File: config.mk
export PLATFORM = sky130hd
export DESIGN_NAME = dcache
export DESIGN_NICKNAME = d
export VERILOG_FILES = /design/src/cache_pkg.sv /design/src/cache_controller.sv /design/src/cache_data_store.sv /design/src/cache_tag_store.sv /design/src/dcache.sv
export SDC_FILE = /design/constraint.sdc
export NUM_CORES = 2
export LEC_CHECK = 0
export ABC_AREA = 1
export BUFFER_PORTS_ARGS = -buffer_cell sky130_fd_sc_hd__buf_2
export CAP_MARGIN = 20
export CORE_MARGIN = 3
export CORE_UTILIZATION = 35
export CTS_BUF_LIST = sky130_fd_sc_hd__clkbuf_8 sky130_fd_sc_hd__clkbuf_16
export DETAILED_ROUTE_END_ITERATION = 10
export PLACE_DENSITY = 0.59
export SYNTH_ARGS = -nofsm -noshare
export SYNTH_HDL_FRONTEND = slang
export SYNTH_SLANG_ARGS = --single-unit
File: constraint.sdc
create_clock -name clk -period 6.4 [get_ports clk]
set_clock_uncertainty 0.2 [all_clocks]
set_input_delay 0.32 -clock clk [delete_from_list [all_inputs] [get_ports clk]]
set_output_delay 0.32 -clock clk [all_outputs]
set_load 0.02 [all_outputs]
File: src/cache_pkg.sv
// data cache package with widths, address field types and controller states
package cache_pkg;

	// ------------------------------------------------------------
	// sizes
	// ------------------------------------------------------------
	localparam int WORD_W      = 32;
	localparam int ADDR_W      = 30;                           // processor word address
	localparam int OFFSET_W    = 2;                            // word in line
	localparam int INDEX_W     = 2;                            // set select
	localparam int TAG_W       = ADDR_W - INDEX_W - OFFSET_W;  // 26
	localparam int LINE_WORDS  = 4;
	localparam int SETS        = 4;
	localparam int WAYS        = 2;
	localparam int LINE_W      = LINE_WORDS * WORD_W;          // 128
	localparam int LINE_ADDR_W = ADDR_W - OFFSET_W;            // 28, memory line address

	// ------------------------------------------------------------
	// payload and address types
	// ------------------------------------------------------------
	typedef logic [WORD_W-1:0] word_t;

	// word 0 sits in the low bits
	typedef logic [LINE_W-1:0] line_t;

	// {tag, index, offset} from the top down
	typedef logic [ADDR_W-1:0] proc_addr_t;

	typedef logic [TAG_W-1:0]    tag_t;
	typedef logic [INDEX_W-1:0]  index_t;
	typedef logic [OFFSET_W-1:0] offset_t;

	// {tag, index}
	typedef logic [LINE_ADDR_W-1:0] line_addr_t;

	// miss handling FSM
	typedef enum logic [1:0] {
		st_idle       = 2'd0,
		st_write_back = 2'd1,
		st_allocate   = 2'd2
	} cache_state_t;

endpackage

File: src/cache_controller.sv
// miss FSM of the data cache with stall, memory request and address select
`timescale 1ns/1ps

module cache_controller
	import cache_pkg::*;
(
	input  logic       clk,
	input  logic       rst_n,
	input  logic       proc_read,
	input  logic       proc_write,
	input  proc_addr_t proc_addr,
	input  logic       hit,
	input  logic       victim_dirty,
	input  tag_t       victim_tag,
	input  logic       mem_ready,
	output logic       proc_stall,
	output logic       access_en,
	output logic       access_write,
	output logic       fill_en,
	output logic       mem_read,
	output logic       mem_write,
	output line_addr_t mem_addr
);

	cache_state_t state, state_n;

	logic   req;
	index_t req_index;

	assign req       = proc_read || proc_write;
	assign req_index = proc_addr[OFFSET_W +: INDEX_W];

	// ------------------------------------------------------------
	// state register
	// ------------------------------------------------------------
	always_ff @(posedge clk or negedge rst_n) begin
		if (!rst_n) begin
			state <= st_idle;
		end else begin
			state <= state_n;
		end
	end

	always_comb begin
		state_n = state;
		case (state)
			st_idle: begin
				if (req && !hit) begin
					// dirty victim must reach memory before the fill
					state_n = victim_dirty ? st_write_back : st_allocate;
				end
			end
			st_write_back: begin
				if (mem_ready) begin
					state_n = st_allocate;
				end
			end
			st_allocate: begin
				if (mem_ready) begin
					state_n = st_idle;  // request hits next cycle
				end
			end
			default: begin
				state_n = st_idle;
			end
		endcase
	end

	// ------------------------------------------------------------
	// outputs
	// ------------------------------------------------------------
	// only an idle hit finishes without stalling
	assign proc_stall   = req && !(state == st_idle && hit);
	assign access_en    = req && (state == st_idle) && hit;
	assign access_write = access_en && proc_write;
	assign fill_en      = (state == st_allocate) && mem_ready;

	assign mem_write = (state == st_write_back);
	assign mem_read  = (state == st_allocate);

	// victim line on write-back, requested line otherwise
	always_comb begin
		if (state == st_write_back) begin
			mem_addr = {victim_tag, req_index};
		end else begin
			mem_addr = proc_addr[ADDR_W-1:OFFSET_W];
		end
	end

	// ------------------------------------------------------------
	// checks
	// ------------------------------------------------------------
	a_rd_wr_excl: assert property (
		@(posedge clk) disable iff (!rst_n)
		!(mem_read && mem_write)
	) else $error("mem_read and mem_write both high");

	// address holds until the memory answers
	a_addr_stable: assert property (
		@(posedge clk) disable iff (!rst_n)
		(mem_read || mem_write) && !mem_ready |=> $stable(mem_addr)
	) else $error("mem_addr changed while waiting for mem_ready");

	a_no_idle_stall: assert property (
		@(posedge clk) disable iff (!rst_n)
		!req |-> !proc_stall
	) else $error("proc_stall high with no request");

	// a transfer that ends in allocate is followed by a completed access
	a_fill_completes: assert property (
		@(posedge clk) disable iff (!rst_n)
		fill_en |=> !proc_stall
	) else $error("request still stalled after the fill");

endmodule

File: src/cache_data_store.sv
// data array of the two-way cache with word access and whole-line fill and readout
`timescale 1ns/1ps

module cache_data_store
	import cache_pkg::*;
(
	input  logic    clk,
	input  index_t  index,
	input  offset_t offset,
	input  logic    hit_way,
	input  logic    victim_way,
	input  logic    word_we,
	input  word_t   wdata,
	output word_t   rdata,
	input  logic    fill_en,
	input  line_t   fill_line,
	output line_t   victim_line
);

	line_t lines [SETS][WAYS];

	line_t hit_line;

	// ------------------------------------------------------------
	// combinational reads
	// ------------------------------------------------------------
	assign hit_line    = lines[index][hit_way];
	assign rdata       = hit_line[offset*WORD_W +: WORD_W];
	assign victim_line = lines[index][victim_way];  // write-back data

	// ------------------------------------------------------------
	// writes
	// ------------------------------------------------------------
	// fill goes to the victim way, a store to the hit way
	always_ff @(posedge clk) begin
		if (fill_en) begin
			lines[index][victim_way] <= fill_line;
		end else if (word_we) begin
			lines[index][hit_way][offset*WORD_W +: WORD_W] <= wdata;
		end
	end

endmodule

File: src/cache_tag_store.sv
// tag store for the two-way data cache with hit detection, LRU and victim choice
`timescale 1ns/1ps

module cache_tag_store
	import cache_pkg::*;
(
	input  logic   clk,
	input  logic   rst_n,
	input  index_t index,
	input  tag_t   tag,
	input  logic   access_en,     // completed hit access
	input  logic   access_write,
	input  logic   fill_en,       // line arrived from memory
	output logic   hit,
	output logic   hit_way,
	output logic   victim_way,
	output tag_t   victim_tag,
	output logic   victim_dirty
);

	// ------------------------------------------------------------
	// state per set
	// ------------------------------------------------------------
	tag_t                       tags [SETS][WAYS];  // payload, no reset
	logic [SETS-1:0][WAYS-1:0]  valid;
	logic [SETS-1:0][WAYS-1:0]  dirty;
	logic [SETS-1:0]            lru;                // way to evict next

	logic [WAYS-1:0] way_match;

	// ------------------------------------------------------------
	// lookup
	// ------------------------------------------------------------
	always_comb begin
		for (int w = 0; w < WAYS; w++) begin
			way_match[w] = valid[index][w] && (tags[index][w] == tag);
		end
	end

	assign hit     = |way_match;
	assign hit_way = way_match[1];  // way 0 when nothing matches

	// an empty way is taken before the LRU one
	always_comb begin
		if (!valid[index][0]) begin
			victim_way = 1'b0;
		end else if (!valid[index][1]) begin
			victim_way = 1'b1;
		end else begin
			victim_way = lru[index];
		end
	end

	assign victim_tag   = tags[index][victim_way];
	assign victim_dirty = valid[index][victim_way] && dirty[index][victim_way];

	// ------------------------------------------------------------
	// update
	// ------------------------------------------------------------
	always_ff @(posedge clk or negedge rst_n) begin
		if (!rst_n) begin
			valid <= '0;
			dirty <= '0;
			lru   <= '0;
		end else if (fill_en) begin
			valid[index][victim_way] <= 1'b1;
			dirty[index][victim_way] <= 1'b0;  // fresh from memory
			lru[index]               <= ~victim_way;
		end else if (access_en) begin
			lru[index] <= ~hit_way;
			if (access_write) begin
				dirty[index][hit_way] <= 1'b1;
			end
		end
	end

	always_ff @(posedge clk) begin
		if (fill_en) begin
			tags[index][victim_way] <= tag;
		end
	end

	// a fill makes the same tag hit on the next cycle
	a_fill_then_hit: assert property (
		@(posedge clk) disable iff (!rst_n)
		fill_en ##1 ($stable(index) && $stable(tag)) |-> hit
	) else $error("filled line does not hit");

endmodule

File: src/dcache.sv
// two-way set-associative write-back data cache, top level
`timescale 1ns/1ps

module dcache
	import cache_pkg::*;
(
	input  logic       clk,
	input  logic       rst_n,
	// processor side
	input  logic       proc_read,
	input  logic       proc_write,
	input  proc_addr_t proc_addr,
	input  word_t      proc_wdata,
	output logic       proc_stall,
	output word_t      proc_rdata,
	// memory side
	output logic       mem_read,
	output logic       mem_write,
	output line_addr_t mem_addr,
	output line_t      mem_wdata,
	input  line_t      mem_rdata,
	input  logic       mem_ready
);

	// ------------------------------------------------------------
	// address fields and internal wires
	// ------------------------------------------------------------
	tag_t    req_tag;
	index_t  req_index;
	offset_t req_offset;

	logic access_en;
	logic access_write;
	logic fill_en;
	logic hit;
	logic hit_way;
	logic victim_way;
	tag_t victim_tag;
	logic victim_dirty;

	assign req_tag    = proc_addr[ADDR_W-1 -: TAG_W];
	assign req_index  = proc_addr[OFFSET_W +: INDEX_W];
	assign req_offset = proc_addr[OFFSET_W-1:0];

	// ------------------------------------------------------------
	// blocks
	// ------------------------------------------------------------
	cache_tag_store u_tag_store (
		.clk          (clk),
		.rst_n        (rst_n),
		.index        (req_index),
		.tag          (req_tag),
		.access_en    (access_en),
		.access_write (access_write),
		.fill_en      (fill_en),
		.hit          (hit),
		.hit_way      (hit_way),
		.victim_way   (victim_way),
		.victim_tag   (victim_tag),
		.victim_dirty (victim_dirty)
	);

	cache_data_store u_data_store (
		.clk         (clk),
		.index       (req_index),
		.offset      (req_offset),
		.hit_way     (hit_way),
		.victim_way  (victim_way),
		.word_we     (access_write),  // store on a completed write hit
		.wdata       (proc_wdata),
		.rdata       (proc_rdata),
		.fill_en     (fill_en),
		.fill_line   (mem_rdata),
		.victim_line (mem_wdata)
	);

	cache_controller u_controller (
		.clk          (clk),
		.rst_n        (rst_n),
		.proc_read    (proc_read),
		.proc_write   (proc_write),
		.proc_addr    (proc_addr),
		.hit          (hit),
		.victim_dirty (victim_dirty),
		.victim_tag   (victim_tag),
		.mem_ready    (mem_ready),
		.proc_stall   (proc_stall),
		.access_en    (access_en),
		.access_write (access_write),
		.fill_en      (fill_en),
		.mem_read     (mem_read),
		.mem_write    (mem_write),
		.mem_addr     (mem_addr)
	);

endmodule

==> flow_metrics.env <==
export IMPL_status="finished, final reports clean"
export IMPL_tightest_slew_ps=1070
export IMPL_cts_root_buf="clkbuf_16"
export IMPL_cts_clk_slew_worst_paths_ps=60
export IMPL_async_flop_share=0.0175
export IMPL_initial_core_util=0.353
export IMPL_grt_pass1_vias=39236
export IMPL_fp_row_count=145
export IMPL_hold_viol=0
export IMPL_avgSynthCellArea_um2=11.4
export IMPL_die_h_um=404
export IMPL_slowest_delay_ps=580
export IMPL_synth_top_cell_by_area="edfxtp_1"
export IMPL_cts_buffers=137
export IMPL_layoutNonFillerInstCount=7532
export IMPL_synth_most_common_cell="nand2_1"
export IMPL_r2r_start="u_tag_store.tags[3][23]"
export IMPL_rsz0062_at_grt="false"
export IMPL_holdPathStages=5
export IMPL_cp_depth=20
export IMPL_internal_power_uw=15000
export IMPL_overflow=0
export IMPL_drv_slew=0
export IMPL_slew_headroom=0.286
export IMPL_hp_class="in2reg"
export IMPL_required_ps=5880
export IMPL_wl_per_cell_um=27.6
export IMPL_synthAdderAreaFrac=0.00113
export IMPL_die_w_um=404
export IMPL_synth_compound_area_share=0.0916
export IMPL_p_sw_frac=0.299
export IMPL_worstRegToRegCells=14
export IMPL_finish_utilization=0.423
export IMPL_slowest_stage="inv_2"
export IMPL_cts_htree_levels=4
export IMPL_start_kind="input port"
export IMPL_antenna_left=0
export IMPL_design_core_area_um2=157000
export IMPL_power_density_nw_per_um2=322
export IMPL_min_from="proc_wdata[14]"
export IMPL_routabilityCongestion=0.898
export IMPL_crit_family="simple AND/OR/NAND/NOR gates"
export IMPL_synthesis_nets=5060
export IMPL_syn2layout_area_growth_pct=19.8
export IMPL_grt_usage=0.249
export IMPL_crit_fanout=60
export IMPL_post_place_ws_ps=1220
export IMPL_nFillCells=14728
export IMPL_ys_types=34
export IMPL_hpwl_mm=133
export IMPL_vias=42083
export IMPL_p_switching_uw=6370
export IMPL_critPathCaptureType="output port"
export IMPL_p_leak_uw=0.0259
export IMPL_dieArea_um2=163000
export IMPL_dp_cells=7100
export IMPL_synth_edf_count=1232
export IMPL_crit_type="in2out"
export IMPL_crit_arrival_ps=4380
export IMPL_yosys_area_share_simple=0.165
export IMPL_drc=0
export IMPL_vdd_drop_max_v=0.000352
export IMPL_finalCritPeriodShare=0.765
export IMPL_yosys_mux_area_fraction=0.0232
export IMPL_crit_top_cell="nand2_1"
export IMPL_placed_area_um2=60000
export IMPL_synth_flop_cell="edfxtp_1"
export IMPL_ys_top_cells_by_area="edfxtp_1 (67%), nand2_1 (8.6%), a221oi_1 (4.1%), nor2_1 (4.0%), a22o_1 (2.9%)"
export IMPL_yosysWarnings=0
export IMPL_viasPerCell=5.59
export IMPL_path_cells="buf_4, inv_2, buf_12, nand2_1, nand2_1, nand2_1, nand3_1, o21ai_0, nor2_1, nand2_1, nor2_1, nand2_1, nor2_4, buf_12, nand2_1, nand3_1, nand2_1, nand2_1, nand2_1, buf_2"
export IMPL_power_frac_seq=0.451
export IMPL_ios=386
export IMPL_setup_viol=0
export IMPL_path_buf_inv=5
export IMPL_fin_ws_ps=1500
export IMPL_fmax_mhz=204
export IMPL_combPwrFrac=0.183
export IMPL_synth_top_area_frac=0.669
export IMPL_io_buffers=385
export IMPL_tns_ps=0
export IMPL_final_nets=5554
export IMPL_yosysSeqAreaShare=0.678
export IMPL_insertion_delay_ps=800
export IMPL_syn_instance_count=4860
export IMPL_cts_path_max_buffers=3
export IMPL_cap_violations=0
export IMPL_power_frac_clock=0.366
export IMPL_netlist_area_um2=55300
export IMPL_crit_start="proc_addr[2]"
export IMPL_antenna_found_initial=30
export IMPL_synth_xor_area_frac=0
export IMPL_synth_commonest_cells="nand2_1 (1275), edfxtp_1 (1232), nor2_1 (593), a221oi_1 (256), inv_1 (230)"
export IMPL_drt_iter0_markers=5157
export IMPL_cts_tree="yes"
export IMPL_synth_top_family_by_area="simple AND/OR/NAND/NOR gates"
export IMPL_grt_start_max_net_pins=136
export IMPL_totalWireLength_mm=208
export IMPL_clock_sinks=1254
export IMPL_dr_pass1_iters=6
export IMPL_min_period_ps=4900
export IMPL_design_area_um2=66300
export IMPL_synth_seq_cells=1254
export IMPL_grt_pass1_wl_mm=292
export IMPL_drive_above_1_share=0.145
==> worst paths after layout <==
path / end / slack, ps
min: u_data_store.lines[1][78] / 90
min reg2reg: u_tag_store.valid[0] / 260
max reg2reg: u_data_store.lines[3][97] / 2190
max: proc_rdata[13] / 1500
max in group asynchronous: u_tag_store.dirty[6] / 5220
min in group asynchronous: u_controller.state[0] / 310
==> cells by family (layout without fill, tap and decap cells) <==
family          count (synthesis)  in the layout
simple gates                 2249           2249
compound gates                676            676
buf+inv                       548           1147
other cells                     0             15
fa+ha+maj                       5              5
mux                           128            128
flops                        1254           1254
==> per-layer routing <==
layer / share of wire / vias up / global-route usage
met1: 0.38 / 20769 / 0.329
met3: 0.12 / 371 / 0.0706
met2: 0.44 / 2537 / 0.376
met5: 0.00033 / - / 0
met4: 0.054 / 10 / 0.125
li1: - / 18396 / -
==> area by class of cell <==
type                    count  area [um2]  share of cell area
well taps                2058        2570              0.0388
clock inverters           105        1000              0.0151
repair buffers            668        4790              0.0723
inverters                 235         890              0.0134
diodes                     15        37.5            0.000566
clock buffers             139        3460              0.0521
multi-input cells        3058       16000               0.241
flip-flops and latches   1254       37500               0.566
==> tightest hold or removal path, delay by kind of cell <==
family	cells	cell delay, ps
buffers and inverters	2	310
and+or+nand+nor	2	180
AOI/OAI and AO/OA	1	90
==> power groups by stage <==
stage | Combinational [uW] | Sequential, uW | Clock (uW)
2_1_floorplan | 2020 | 9790 | 0
3_3_place_gp | 3750 | 9790 | 0
3_5_place_dp | 3770 | 9800 | 0
4_1_cts | 3870 | 9630 | 7890
5_1_grt | 4070 | 9660 | 8250
6_report | 3900 | 9630 | 7810
==> timing repair <==
item | CTS | global route
hold buffers | 172 | 0
endpoints found under the hold margin | 1264 | 0
buffers inserted | 0 | 0
gates resized for setup | 0 | 0
==> sequential cells by signal (all words and copies together), names as in the netlist <==
name	cells
u_tag_store.lru	4
u_tag_store.dirty	8
u_data_store.lines	1024
u_controller.state	2
u_tag_store.valid	8
u_tag_store.tags	208
==> layout by cell type, fill, tap and decap left out, types with 2 or more instances in the layout <==
| master | count |
|---|---|
| buf_2 | 383 |
| diode_2 | 15 |
| o21ai_1 | 5 |
| clkinv_8 | 3 |
| nand4_1 | 11 |
| nor3_1 | 118 |
| or2_2 | 8 |
| nor2_1 | 567 |
| clkbuf_16 | 138 |
| o21ai_0 | 42 |
| clkinv_2 | 24 |
| a221oi_1 | 256 |
| nor2_4 | 28 |
| nor3_2 | 38 |
| a22o_1 | 181 |
| edfxtp_1 | 1232 |
| nand2_1 | 1270 |
| inv_16 | 3 |
| inv_1 | 257 |
| clkinv_4 | 2 |
| buf_12 | 23 |
| a21oi_4 | 16 |
| ha_1 | 5 |
| nand3_1 | 197 |
| dlygate4sd3_1 | 172 |
| clkbuf_8 | 2 |
| bufinv_16 | 10 |
| clkinv_1 | 26 |
| dfrtp_1 | 22 |
| a21oi_1 | 142 |
| buf_4 | 89 |
| mux2i_1 | 128 |
| clkinv_16 | 8 |
| nand2_2 | 7 |
| o22ai_1 | 30 |
| inv_2 | 4 |
==> stage by stage <==
step                total power (uW)  hold WS [ps]
finish                         21300          88.1
global route                   22000          90.3
CTS                            21400          26.3
detailed placement             13600           128
global placement               13500           128
floorplan                      11800          -176
No activity file was read; power rests on OpenSTA's default activity.
